===== src/hdl/piarb_pkg.sv =====
/*
 * Shared widths, beat/metadata/descriptor structs and the writer FSM
 * states of the arbiter enqueue stage.
 */
package piarb_pkg;

localparam int DATA_W      = 64;
localparam int FID_W       = 8;
localparam int BPTR_W      = 10;
localparam int LSB_W       = 2;
localparam int LEN_W       = 6;
localparam int NUM_PU_DEF  = 4;
localparam int PU_ID_W_DEF = 2;

typedef struct packed {
        logic [DATA_W-1:0] data;
        logic              sop;
        logic              eop;
} hop_beat_t;

typedef struct packed {
        logic [FID_W-1:0] fid;
        logic [7:0]       port;
} hop_meta_t;

// One bit per flow slot.
typedef struct packed {
        logic [1:0] valid;
        logic [1:0] hit;
} fid_status_t;

typedef struct packed {
        logic [PU_ID_W_DEF-1:0] pu_id;
        logic                   slot;
        logic                   hit;
} pu_choice_t;

typedef struct packed {
        logic [DATA_W-1:0]      data;
        logic [BPTR_W-1:0]      buf_ptr;
        logic [LSB_W-1:0]       lsb;
        logic [PU_ID_W_DEF-1:0] pu_id;
        logic                   sop;
} buf_write_t;

typedef struct packed {
        logic [LEN_W-1:0]  len;
        logic [BPTR_W-1:0] buf_ptr;
        logic [FID_W-1:0]  fid;
        logic [7:0]        port;
        logic              slot;
        logic              fid_install;
} enq_desc_t;

typedef enum logic [2:0] {
        ST_IDLE,
        ST_LOOKUP,
        ST_WRITE,
        ST_ENQ,
        ST_ENQ_END
} writer_state_t;

endpackage

===== src/hdl/piarb_enq.sv =====
`timescale 1ns/1ps
/*
 * Arbiter enqueue stage. Buffers header beats and metadata, prefetches
 * free buffers, selects a PU per flow and enqueues one packet at a time.
 */
module piarb_enq #(
        parameter int NUM_PU         = piarb_pkg::NUM_PU_DEF,
        parameter int PREFETCH_DEPTH = 8,
        parameter int FIFO_DEPTH     = 16
) (
        input  logic                         clk,
        input  logic                         rst,
        input  logic                         hop_valid,
        input  piarb_pkg::hop_beat_t         hop_beat,
        input  piarb_pkg::hop_meta_t         hop_meta,
        output logic                         hop_ready,
        output logic                         buf_req,
        input  logic                         buf_ack,
        input  logic [piarb_pkg::BPTR_W-1:0] buf_ptr,
        output logic                         fid_lookup_req,
        output logic [piarb_pkg::FID_W-1:0]  fid_lookup_fid,
        input  logic                         fid_lookup_ack,
        input  piarb_pkg::fid_status_t       fid_status [NUM_PU],
        output logic                         buf_wr_valid,
        output piarb_pkg::buf_write_t        buf_wr,
        output logic                         enq_req,
        input  logic                         enq_ack,
        output piarb_pkg::enq_desc_t         enq_desc
);

logic                         hop_push;
logic                         beat_near_full;
logic                         meta_near_full;
piarb_pkg::hop_beat_t         fifo_beat;
logic                         beat_empty;
logic                         beat_rd;
piarb_pkg::hop_meta_t         fifo_meta;
logic                         meta_empty;
logic                         meta_rd;
logic                         lookup_start;
logic                         lookup_done;
piarb_pkg::pu_choice_t        choice;
logic                         ptr_avail;
logic [piarb_pkg::BPTR_W-1:0] ptr_head;
logic                         ptr_take;

assign hop_ready = !beat_near_full && !meta_near_full;
assign hop_push  = hop_valid && hop_ready;

sync_fifo #(
        .W     ($bits(piarb_pkg::hop_beat_t)),
        .DEPTH (FIFO_DEPTH)
) u_beat_fifo (
        .clk       (clk),
        .rst       (rst),
        .wr        (hop_push),
        .din       (hop_beat),
        .rd        (beat_rd),
        .dout      (fifo_beat),
        .empty     (beat_empty),
        .near_full (beat_near_full)
);

// Metadata is pushed once per packet, with its sop beat.
sync_fifo #(
        .W     ($bits(piarb_pkg::hop_meta_t)),
        .DEPTH (FIFO_DEPTH / 2)
) u_meta_fifo (
        .clk       (clk),
        .rst       (rst),
        .wr        (hop_push && hop_beat.sop),
        .din       (hop_meta),
        .rd        (meta_rd),
        .dout      (fifo_meta),
        .empty     (meta_empty),
        .near_full (meta_near_full)
);

buf_prefetch #(
        .PREFETCH_DEPTH (PREFETCH_DEPTH)
) u_buf_prefetch (
        .clk       (clk),
        .rst       (rst),
        .buf_req   (buf_req),
        .buf_ack   (buf_ack),
        .buf_ptr   (buf_ptr),
        .ptr_avail (ptr_avail),
        .ptr_head  (ptr_head),
        .ptr_take  (ptr_take)
);

pu_select #(
        .NUM_PU (NUM_PU)
) u_pu_select (
        .clk            (clk),
        .rst            (rst),
        .start          (lookup_start),
        .fid            (fifo_meta.fid),
        .fid_lookup_req (fid_lookup_req),
        .fid_lookup_fid (fid_lookup_fid),
        .fid_lookup_ack (fid_lookup_ack),
        .fid_status     (fid_status),
        .done           (lookup_done),
        .choice         (choice)
);

pkt_writer u_pkt_writer (
        .clk          (clk),
        .rst          (rst),
        .beat         (fifo_beat),
        .beat_empty   (beat_empty),
        .beat_rd      (beat_rd),
        .meta         (fifo_meta),
        .meta_empty   (meta_empty),
        .meta_rd      (meta_rd),
        .lookup_start (lookup_start),
        .lookup_done  (lookup_done),
        .choice       (choice),
        .ptr_avail    (ptr_avail),
        .ptr_head     (ptr_head),
        .ptr_take     (ptr_take),
        .buf_wr_valid (buf_wr_valid),
        .buf_wr       (buf_wr),
        .enq_req      (enq_req),
        .enq_ack      (enq_ack),
        .enq_desc     (enq_desc)
);

endmodule


===== src/hdl/pkt_writer.sv =====
`timescale 1ns/1ps
/*
 * Packet writer FSM. Takes one packet through lookup, buffer writes of
 * four beats per buffer, and the queue enqueue handshake.
 */
module pkt_writer (
        input  logic                         clk,
        input  logic                         rst,
        input  piarb_pkg::hop_beat_t         beat,
        input  logic                         beat_empty,
        output logic                         beat_rd,
        input  piarb_pkg::hop_meta_t         meta,
        input  logic                         meta_empty,
        output logic                         meta_rd,
        output logic                         lookup_start,
        input  logic                         lookup_done,
        input  piarb_pkg::pu_choice_t        choice,
        input  logic                         ptr_avail,
        input  logic [piarb_pkg::BPTR_W-1:0] ptr_head,
        output logic                         ptr_take,
        output logic                         buf_wr_valid,
        output piarb_pkg::buf_write_t        buf_wr,
        output logic                         enq_req,
        input  logic                         enq_ack,
        output piarb_pkg::enq_desc_t         enq_desc
);

piarb_pkg::writer_state_t    state;
piarb_pkg::pu_choice_t       choice_q;
logic [piarb_pkg::LSB_W-1:0] lsb;
logic [piarb_pkg::LEN_W-1:0] len;
logic [piarb_pkg::BPTR_W-1:0] first_ptr;
logic                        fire;

assign lookup_start = (state == piarb_pkg::ST_IDLE) && !meta_empty;
assign fire         = (state == piarb_pkg::ST_WRITE) && !beat_empty && ptr_avail;
assign beat_rd      = fire;
// Buffer is used up after its fourth beat or at the end of the packet.
assign ptr_take     = fire && (lsb == '1 || beat.eop);
assign meta_rd      = fire && beat.eop;

always_ff @(posedge clk) begin
        if (rst) begin
                state        <= piarb_pkg::ST_IDLE;
                buf_wr_valid <= 1'b0;
                enq_req      <= 1'b0;
                lsb          <= '0;
                len          <= '0;
        end else begin
                buf_wr_valid <= fire;
                case (state)
                piarb_pkg::ST_IDLE: begin
                        if (lookup_start) begin
                                state <= piarb_pkg::ST_LOOKUP;
                        end
                end
                piarb_pkg::ST_LOOKUP: begin
                        if (lookup_done) begin
                                state <= piarb_pkg::ST_WRITE;
                                lsb   <= '0;
                                len   <= '0;
                        end
                end
                piarb_pkg::ST_WRITE: begin
                        if (fire) begin
                                lsb <= beat.eop ? '0 : lsb + 1'b1;
                                len <= len + 1'b1;
                                if (beat.eop) begin
                                        state <= piarb_pkg::ST_ENQ;
                                end
                        end
                end
                piarb_pkg::ST_ENQ: begin
                        if (!enq_req) begin
                                enq_req <= 1'b1;
                        end else if (enq_ack) begin
                                enq_req <= 1'b0;
                                state   <= piarb_pkg::ST_ENQ_END;
                        end
                end
                piarb_pkg::ST_ENQ_END: begin
                        if (!enq_ack) begin
                                state <= piarb_pkg::ST_IDLE;
                        end
                end
                default: state <= piarb_pkg::ST_IDLE;
                endcase
        end
end

always_ff @(posedge clk) begin
        if (lookup_done) begin
                choice_q <= choice;
        end
        if (fire) begin
                buf_wr.data    <= beat.data;
                buf_wr.buf_ptr <= ptr_head;
                buf_wr.lsb     <= lsb;
                buf_wr.pu_id   <= choice_q.pu_id;
                buf_wr.sop     <= beat.sop;
                if (len == '0) begin
                        first_ptr <= ptr_head;
                end
                if (beat.eop) begin
                        enq_desc.len         <= len + 1'b1;
                        enq_desc.buf_ptr     <= (len == '0) ? ptr_head : first_ptr;
                        enq_desc.fid         <= meta.fid;
                        enq_desc.port        <= meta.port;
                        enq_desc.slot        <= choice_q.slot;
                        enq_desc.fid_install <= !choice_q.hit;
                end
        end
end

a_sop_first: assert property (@(posedge clk) disable iff (rst)
        fire |-> (beat.sop == (len == '0)))
        else $error("sop out of place in packet");

endmodule


===== src/hdl/pu_select.sv =====
`timescale 1ns/1ps
/*
 * PU selection. Runs one flow lookup per start and picks the PU and
 * slot by hit, then idle slot, then busy slot, highest PU index first.
 */
module pu_select #(
        parameter int NUM_PU = piarb_pkg::NUM_PU_DEF
) (
        input  logic                        clk,
        input  logic                        rst,
        input  logic                        start,
        input  logic [piarb_pkg::FID_W-1:0] fid,
        output logic                        fid_lookup_req,
        output logic [piarb_pkg::FID_W-1:0] fid_lookup_fid,
        input  logic                        fid_lookup_ack,
        input  piarb_pkg::fid_status_t      fid_status [NUM_PU],
        output logic                        done,
        output piarb_pkg::pu_choice_t       choice
);

localparam int ID_W = piarb_pkg::PU_ID_W_DEF;

logic [NUM_PU-1:0]     cand [6];
piarb_pkg::pu_choice_t sel;
logic                  found;
logic                  armed;

// Candidate masks in priority order with slot 0 before slot 1.
always_comb begin
        for (int i = 0; i < NUM_PU; i++) begin
                cand[0][i] = fid_status[i].hit[0];
                cand[1][i] = fid_status[i].hit[1];
                cand[2][i] = !fid_status[i].valid[0];
                cand[3][i] = !fid_status[i].valid[1];
                cand[4][i] = fid_status[i].valid[0];
                cand[5][i] = fid_status[i].valid[1];
        end
end

always_comb begin
        sel   = '0;
        found = 1'b0;
        for (int k = 0; k < 6; k++) begin
                if (!found && |cand[k]) begin
                        found     = 1'b1;
                        sel.slot  = (k % 2 == 1);
                        sel.hit   = (k < 2);
                        for (int i = 0; i < NUM_PU; i++) begin
                                if (cand[k][i]) begin
                                        sel.pu_id = ID_W'(i);
                                end
                        end
                end
        end
end

always_ff @(posedge clk) begin
        if (rst) begin
                fid_lookup_req <= 1'b0;
                armed          <= 1'b0;
                done           <= 1'b0;
        end else begin
                done <= fid_lookup_req && fid_lookup_ack;
                if (start) begin
                        armed <= 1'b1;
                end else if (fid_lookup_req) begin
                        armed <= 1'b0;
                end
                // A new request waits for the previous ack to fall.
                if (fid_lookup_req) begin
                        if (fid_lookup_ack) begin
                                fid_lookup_req <= 1'b0;
                        end
                end else if ((start || armed) && !fid_lookup_ack) begin
                        fid_lookup_req <= 1'b1;
                end
        end
end

always_ff @(posedge clk) begin
        if (start) begin
                fid_lookup_fid <= fid;
        end
        if (fid_lookup_req && fid_lookup_ack) begin
                choice <= sel;
        end
end

a_start_idle: assert property (@(posedge clk) disable iff (rst)
        start |-> !(fid_lookup_req || armed))
        else $error("lookup started while one is in progress");

endmodule


===== src/hdl/buf_prefetch.sv =====
`timescale 1ns/1ps
/*
 * Free buffer prefetcher. Keeps a stock of pool pointers topped up over
 * a four-phase req/ack handshake and presents the oldest one.
 */
module buf_prefetch #(
        parameter int PREFETCH_DEPTH = 8
) (
        input  logic                         clk,
        input  logic                         rst,
        output logic                         buf_req,
        input  logic                         buf_ack,
        input  logic [piarb_pkg::BPTR_W-1:0] buf_ptr,
        output logic                         ptr_avail,
        output logic [piarb_pkg::BPTR_W-1:0] ptr_head,
        input  logic                         ptr_take
);

localparam int CNT_W = $clog2(PREFETCH_DEPTH + 1);

logic [CNT_W-1:0] held;
logic             capture;
logic             stock_empty;

// Req drops right after ack, so req and ack together mark the ack edge.
assign capture   = buf_req && buf_ack;
assign ptr_avail = !stock_empty;

always_ff @(posedge clk) begin
        if (rst) begin
                buf_req <= 1'b0;
                held    <= '0;
        end else begin
                if (buf_req) begin
                        if (buf_ack) begin
                                buf_req <= 1'b0;
                        end
                end else if (!buf_ack && held < CNT_W'(PREFETCH_DEPTH)) begin
                        // At most one request outstanding.
                        buf_req <= 1'b1;
                end
                held <= held + CNT_W'(capture) - CNT_W'(ptr_take);
        end
end

sync_fifo #(
        .W     (piarb_pkg::BPTR_W),
        .DEPTH (PREFETCH_DEPTH)
) u_stock (
        .clk       (clk),
        .rst       (rst),
        .wr        (capture),
        .din       (buf_ptr),
        .rd        (ptr_take),
        .dout      (ptr_head),
        .empty     (stock_empty),
        .near_full ()
);

a_held_bound: assert property (@(posedge clk) disable iff (rst)
        held <= CNT_W'(PREFETCH_DEPTH))
        else $error("pointer stock above prefetch depth");

endmodule


===== src/hdl/sync_fifo.sv =====
`timescale 1ns/1ps
/*
 * Synchronous show-ahead FIFO with an occupancy count.
 * near_full is set while two or fewer entries are free.
 */
module sync_fifo #(
        parameter int W     = 8,
        parameter int DEPTH = 16
) (
        input  logic         clk,
        input  logic         rst,
        input  logic         wr,
        input  logic [W-1:0] din,
        input  logic         rd,
        output logic [W-1:0] dout,
        output logic         empty,
        output logic         near_full
);

localparam int AW = $clog2(DEPTH);
localparam int CW = $clog2(DEPTH + 1);

logic [W-1:0]  mem [DEPTH];
logic [AW-1:0] wr_ptr;
logic [AW-1:0] rd_ptr;
logic [CW-1:0] count;

// Head entry is visible without a read.
assign dout      = mem[rd_ptr];
assign empty     = (count == '0);
assign near_full = (count >= CW'(DEPTH - 2));

always_ff @(posedge clk) begin
        if (wr) begin
                mem[wr_ptr] <= din;
        end
end

always_ff @(posedge clk) begin
        if (rst) begin
                wr_ptr <= '0;
                rd_ptr <= '0;
                count  <= '0;
        end else begin
                if (wr) begin
                        wr_ptr <= (wr_ptr == AW'(DEPTH - 1)) ? '0 : wr_ptr + 1'b1;
                end
                if (rd) begin
                        rd_ptr <= (rd_ptr == AW'(DEPTH - 1)) ? '0 : rd_ptr + 1'b1;
                end
                count <= count + CW'(wr) - CW'(rd);
        end
end

a_no_overflow: assert property (@(posedge clk) disable iff (rst)
        wr |-> (count < CW'(DEPTH)))
        else $error("write to a full FIFO");

a_no_underflow: assert property (@(posedge clk) disable iff (rst)
        rd |-> !empty)
        else $error("read from an empty FIFO");

endmodule


===== config.mk =====
export PLATFORM = sky130hd
export DESIGN_NAME = piarb_enq
export DESIGN_NICKNAME = d
export VERILOG_FILES = /design/src/hdl/piarb_pkg.sv /design/src/hdl/piarb_enq.sv /design/src/hdl/pkt_writer.sv /design/src/hdl/pu_select.sv /design/src/hdl/buf_prefetch.sv /design/src/hdl/sync_fifo.sv
export SDC_FILE = /design/constraint.sdc
export NUM_CORES = 1
export LEC_CHECK = 0
export ABC_AREA = 1
export BUFFER_PORTS_ARGS = -buffer_cell sky130_fd_sc_hd__buf_4
export CELL_PAD_IN_SITES_DETAIL_PLACEMENT = 0
export CELL_PAD_IN_SITES_GLOBAL_PLACEMENT = 2
export CORE_ASPECT_RATIO = 1.25
export CORE_MARGIN = 2
export CORE_UTILIZATION = 35
export CTS_BUF_LIST = sky130_fd_sc_hd__clkbuf_4 sky130_fd_sc_hd__clkbuf_8
export CTS_CLUSTER_DIAMETER = 30
export DETAILED_ROUTE_END_ITERATION = 6
export PLACE_DENSITY_LB_ADDON = 0.1
export SYNTH_ARGS = -nofsm -noshare
export SYNTH_HDL_FRONTEND = slang
export SYNTH_SLANG_ARGS = --single-unit
export TNS_END_PERCENT = 50

===== constraint.sdc =====
create_clock -name clk -period 4.15 [get_ports clk]
set_input_delay 0.83 -clock clk [delete_from_list [all_inputs] [get_ports clk]]
set_output_delay 0.83 -clock clk [all_outputs]
set_load 0.03 [all_outputs]

Word-level counts from Yosys, hierarchy flattened:

Memory sizes are Yosys's and may differ from the RTL's. A register that Yosys moved wholly into a read port is not among the register bits.
Index checks and enable logic that the tools add are counted.

* register bits: 193
* bits in writable memories: 1264
* input bits: 114
* output and inout port bits: 126
* word-level logic and storage cells: 213
* memories: 3

* $add $sub $neg: 16
* $lt $le $gt $ge: 3
* equality and inequality tests: 18
* mux-type cells: 78
* reductions and logical operators: 57

Memory list
* u_beat_fifo.mem: words 16, bits a word 66, read ports 1, clocked after memory_dff 1, write ports 1, line sync_fifo.sv:23 `logic [W-1:0] mem [DEPTH];`
* u_meta_fifo.mem: words 8, bits a word 16, read ports 1, clocked after memory_dff 1, write ports 1, line sync_fifo.sv:23
* u_buf_prefetch.u_stock.mem: words 8, bits a word 10, read ports 1, clocked after memory_dff 1, write ports 1, line sync_fifo.sv:23

Operator list (count)
* $mux 2: 25
* $mux 3: 15
* $mux 4: 10
* $reduce_or 4->1: 7
* $mux 1: 22
* $logic_not 1->1: 21
* $logic_and 1x1->1: 17
* $eq 3x3->1 const B: 5
* $pmux 3 s5: 1
* $add 3x1->3 const B: 4
* $add 4x1->4: 3
* $mux 6: 2
* $pmux 6 s2: 1
* $sub 4x1->4: 3
* $mux 10: 1
* $ne 2x2->1 const B: 5
* $add 4x1->4 const B: 2
* $eq 4x4->1 const B: 2
* $logic_not 4->1: 2
* $reduce_and 7->1: 1
* $add 6x1->6 const B: 1
* $eq 3x2->1 const B: 2
* $logic_not 6->1: 1
* $add 5x1->5: 1
* other kinds (15): 18

Depth between registers and ports, before layout:

* depth after elaboration: 29
* depth in mapped cells: 16
* gate-level depth less buffers: 16

Cells and area by module:

Synthesis repeated with hierarchy kept, for this count alone.

* cell total of the unflattened synthesis: 5839
* area, all modules: 62523.7 um2

By module, submodules not included
* sync_fifo (u_beat_fifo): instances 1, cells an instance 4374, area an instance 46336.9 um2, seq. area each 32050.7 um2
* sync_fifo (u_meta_fifo): instances 1, cells an instance 641, area an instance 6271.0 um2, seq. area each 4103.9 um2
* pkt_writer: instances 1, cells an instance 271, area an instance 4687.0 um2, seq. area each 4073.9 um2
* sync_fifo (u_buf_prefetch.u_stock): instances 1, cells an instance 434, area an instance 4209.0 um2, seq. area each 2662.6 um2
* pu_select: instances 1, cells an instance 76, area an instance 701.9 um2, seq. area each 420.4 um2
* buf_prefetch: instances 1, cells an instance 38, area an instance 291.5 um2, seq. area each 100.1 um2
* piarb_enq: instances 1, cells an instance 5, area an instance 26.3 um2, seq. area each 0.0 um2

Worst setup path before layout:

OpenSTA, ideal clock, no wires.

* path type: reg2reg
* start point: register u_beat_fifo.count[1]
* end point: memory u_beat_fifo.mem[11][0] (netlist bit) (enable)
* library setup time: 0.490 ns
* data arrival time: 4.384 ns
* required time: 3.660 ns
* path slack: -0.725 ns
* cell stages (with the launch flop): 9
* buffers on the path: 0
* period minus slack after synthesis: 4.875 ns
* path through: dfxtp_1 -> ha_1 -> nand2_1 -> nand4_1 -> a31oi_2 -> nand2_1 -> nor2_1 -> nand2_1 -> nor2_1

* cells in the longest elaborated chain, start to end: 6

RTL lines
* start, declared: line sync_fifo.sv:26 `logic [CW-1:0] count;`
* start signal, assigned: line sync_fifo.sv:51 `count <= count + CW'(wr) - CW'(rd);`
* $ge 5x4->1: line sync_fifo.sv:31 `assign near_full = (count >= CW'(DEPTH - 2));`
* $logic_not 1->1: line piarb_enq.sv:47 `assign hop_ready = !beat_near_full && !meta_near_full;`
* $logic_and 1x1->1: line piarb_enq.sv:47
* via hop_ready: line piarb_enq.sv:16 `output logic hop_ready,`
* $logic_and 1x1->1: line piarb_enq.sv:48 `assign hop_push = hop_valid && hop_ready;`
* $mux 1: line sync_fifo.sv:34 `if (wr) begin`
* $mux 1 (not written as such): line sync_fifo.sv:35 `mem[wr_ptr] <= din;`
* end, declared: line sync_fifo.sv:23

The timed path passes the listed nets, and every way through them passes these cells.

==> flow_metrics.tcl <==
set metrics [dict create \
    route.detailed.vias_per_inst 4.91 \
    layout.nets 4593 \
    ctsRootBufferMaster "sky130_fd_sc_hd__clkbuf_8" \
    final_hold_viol_count 0 \
    hold_path_class "primary input to flop" \
    most_common_flop_cell_mapped_by_yosys "sky130_fd_sc_hd__edfxtp_1" \
    placed_cell_area_um2 62100 \
    criticalPathCategory "flop to flop" \
    synthMostInstantiatedCell "sky130_fd_sc_hd__edfxtp_1" \
    drive_gt1_share_pct 19.1 \
    timing.clock.skew_ns 0.0892 \
    clock_network_fraction_of_total_power_pct 44.6 \
    crit_path_start "u_pkt_writer.state[2]$_SDFFE_PP0P_" \
    p_seq_share_pct 45.5 \
    timing.rr.start "u_pkt_writer.state[2]$_SDFFE_PP0P_" \
    hpwl_um 75500 \
    synth_cell_types 40 \
    area_growth_syn_to_layout_pct 20.5 \
    drt_first_pass_iters 5 \
    synth-warning-count 0 \
    clk_latency_ns 1.03 \
    yosys_register_bits 1467 \
    rsz0062_at_grt "false" \
    pre_cts_ws_ns 0.968 \
    drt_drc_violations_left 0 \
    num_rows 166 \
    pin_count_of_the_biggest_net_entering_global_routing 173 \
    slew-limit-headroom_pct 28.1 \
    place.port_buffers 239 \
    fin_crit_ns 3.07 \
    worst-slew-pin-transition_ns 1.08 \
    wl_um 152000 \
    run_status "finished clean" \
    globalplace.congestion 0.690 \
    timing.final.crit_share_pct 73.9 \
    max_cap_violations 0 \
    synth_cells 3974 \
    leakagePower_nw 23.4 \
    reg2reg_setup_slack_ns 1.08 \
    type_of_element_capturing_the_critical_path "flop" \
    synth.area.top_cells "sky130_fd_sc_hd__edfxtp_1 73%, sky130_fd_sc_hd__mux2i_1 4.5%, sky130_fd_sc_hd__o21ai_0 3.5%" \
    switching_power_mw 9.26 \
    cts_tree "done" \
    fp.dieW_um 367 \
    max_clock_freq_ghz 0.326 \
    worst-path-max-fanout 47 \
    synth_common_cells "1403 x sky130_fd_sc_hd__edfxtp_1, 400 x sky130_fd_sc_hd__o21ai_0, 354 x sky130_fd_sc_hd__inv_1" \
    number_of_vias_after_detailed_routing 33679 \
    power.internal_mw 28.6 \
    postLayoutCoreUtil_pct 42.4 \
    ctsHtreeMaxLevel 5 \
    clkSlewWorstSetupHoldPaths_ns 0.06 \
    cts_buffers 329 \
    clock-sinks 1467 \
    maxSlewViolCount 0 \
    synth_edf_count 1403 \
    synth.yosys.seq_area_share_pct 75.4 \
    crit_path_start_kind "flop" \
    dp_cells 6251 \
    async_reset_ff_share_pct 0 \
    yosysTopAreaCellShare_pct 73.2 \
    leftover_overflow_at_the_end_of_global_routing 0 \
    finalPower_mw 37.8 \
    grt_pass1_wl_um 224000 \
    post-route-worst-setup-slack_ns 1.08 \
    wire_per_inst_um 22.2 \
    r2r.worst_path.cells 9 \
    mappedNetlistArea_um2 57500 \
    io-pin-count 240 \
    dieHeight_um 457 \
    combinational_group_share_of_total_power_pct 9.9 \
    cp.required_ns 4.97 \
    number_of_antenna_violations_at_the_first_check_in_global_routing 8 \
    whs_ns 0.129 \
    finalNonFillerCells 6856 \
    power-per-cell-area_nw_per_um2 546 \
    worst-endpoint-arrival_ns 3.89 \
    cts.repair.resized 0 \
    postSynthAreaPerCell_um2 14.5 \
    stdcell_area_um2 69300 \
    switching_share_of_power_pct 24.5 \
    number_of_global_route_vias_before_repair 34549 \
    detail_route.iter0.violations 1891 \
    synth.largest_area_cell "sky130_fd_sc_hd__edfxtp_1" \
    vdd_drop_max_uv 348 \
    floorplan.initialDensity_pct 35.2 \
    setup_viol_count_final 0 \
    track_usage_pct 18.0 \
    core_area_um2 163000 \
    synth_nets 4132 \
    die_area_um2 168000 \
    clock_path_buffers 4 \
    setup-tns-final_ns 0 \
    route.antenna.remaining_nets 0 \
]
-- layout make-up --
cell class              instances  area (µm²)
multi-input cells            1915       11800
repair buffers                360        3100
diodes                          2        5.00
clock buffers                 396        5080
clock inverters               170        1780
well taps                    2184        2730
fillers                     15205       94100
inverters                     362        1380
flip-flops and latches       1467       43400
-- flip-flops by register name, indices dropped and copies added (netlist names), 3 cells and up, named ones only --
register / count
u_beat_fifo.mem: 1056
u_meta_fifo.mem: 128
u_buf_prefetch.u_stock.mem: 80
u_pkt_writer.buf_wr: 79
u_pkt_writer.enq_desc: 34
u_pkt_writer.first_ptr: 10
u_pu_select.fid_lookup_fid: 8
u_pkt_writer.len: 6
u_beat_fifo.count: 5
u_beat_fifo.rd_ptr: 4
u_beat_fifo.wr_ptr: 4
u_buf_prefetch.held: 4
u_buf_prefetch.u_stock.count: 4
u_meta_fifo.count: 4
u_pkt_writer.choice_q: 4
u_pu_select.choice: 4
u_buf_prefetch.u_stock.rd_ptr: 3
u_buf_prefetch.u_stock.wr_ptr: 3
u_meta_fifo.rd_ptr: 3
u_meta_fifo.wr_ptr: 3
u_pkt_writer.state: 3
-- layer usage --
| metal | up-vias | part of all wire (%) | GRT usage [%] |
|---|---|---|---|
| li1 | 15777 | - | - |
| met2 | 740 | 48 | 29.3 |
| met3 | 270 | 4.8 | 4.26 |
| met1 | 16880 | 45 | 23.5 |
| met5 | - | 0.055 | 0 |
| met4 | 12 | 2.3 | 5.88 |
-- placed cells by master, fill, tap and decap left out, drive strengths merged, types with 2 or more instances in the layout --
| cell type | netlist | layout |
|---|---|---|
| a211oi | 6 | 6 |
| a21oi | 290 | 290 |
| a31oi | 30 | 30 |
| a32o | 5 | 5 |
| buf | 101 | 323 |
| bufinv | 0 | 36 |
| clkbuf | 129 | 396 |
| clkinv | 1 | 109 |
| clkinvlp | 0 | 22 |
| dfxtp | 64 | 64 |
| diode | 0 | 2 |
| dlygate4sd3 | 0 | 37 |
| edfxtp | 1403 | 1403 |
| fa | 4 | 4 |
| ha | 40 | 40 |
| inv | 361 | 365 |
| mux2 | 10 | 10 |
| mux2i | 260 | 260 |
| nand2 | 143 | 143 |
| nand3 | 103 | 103 |
| nand4 | 7 | 7 |
| nor2 | 258 | 258 |
| nor3 | 16 | 16 |
| o211ai | 264 | 264 |
| o21ai | 438 | 438 |
| o22ai | 26 | 26 |
| xor2 | 9 | 9 |
-- worst min-delay path by stage --
stage | startpoint | endpoint | slack, ns | depth (start not counted)
after floorplan | u_pkt_writer.choice_q[2]$_DFFE_PP_ | u_pkt_writer.buf_wr[1]$_DFFE_PP_ | 0.40 | 0
after global placement | u_pu_select.choice[2]$_DFFE_PP_ | u_pkt_writer.choice_q[2]$_DFFE_PP_ | 0.40 | 0
after detailed placement | u_pu_select.choice[0]$_SDFFCE_PP0P_ | u_pkt_writer.choice_q[0]$_DFFE_PP_ | 0.41 | 0
after CTS | hop_beat[36] | u_beat_fifo.mem[7][36]$_DFFE_PP_ | 0.0003 | 1
after global routing | hop_beat[18] | u_beat_fifo.mem[13][18]$_DFFE_PP_ | 0.05 | 1
final | hop_beat[17] | u_beat_fifo.mem[0][17]$_DFFE_PP_ | 0.13 | 1
-- power by group through the flow --
stage	clock (mW)	sequential [mW]	combinational, mW
finish	16.9	17.2	3.76
floorplan	0	17.7	2.22
detailed placement	0	17.5	3.82
CTS	17.4	17.2	3.87
global route	18.0	17.2	4.23
global placement	0	17.5	3.82
-- timing repair --
item / 4_1_cts / 5_1_grt
buffers inserted: 0 / 0
hold buffers: 37 / 0
endpoints found under the hold margin: 261 / 0
-- cells by family (layout without fill, tap and decap cells) --
logic type / Yosys count / after routing / share of synthesized area (%)
AND/OR/NAND/NOR: 530 / 530 / 3.79
buffers and inverters: 592 / 1288 / 4.28
adder cells (fa/ha/maj): 44 / 44 / 1.01
flip-flops: 1467 / 1467 / 75.4
other: 0 / 2 / 0
multiplexers: 270 / 270 / 4.72
AO/OA/AOI/OAI: 1062 / 1062 / 10.6
XOR/XNOR: 9 / 9 / 0.137
-- worst max-delay path, cell delays in order (launching register included) --
cell,delay (ns)
sky130_fd_sc_hd__dfxtp_1,0.33
sky130_fd_sc_hd__nor2_2,0.17
sky130_fd_sc_hd__nand2_1,0.14
sky130_fd_sc_hd__inv_1,0.12
sky130_fd_sc_hd__nand3_2,0.26
sky130_fd_sc_hd__inv_6,0.42
sky130_fd_sc_hd__buf_4,0.89
sky130_fd_sc_hd__nand3_1,0.20
sky130_fd_sc_hd__o21ai_0,0.29
sky130_fd_sc_hd__nor2_1,0.08
(Power assumes the default switching activity.)
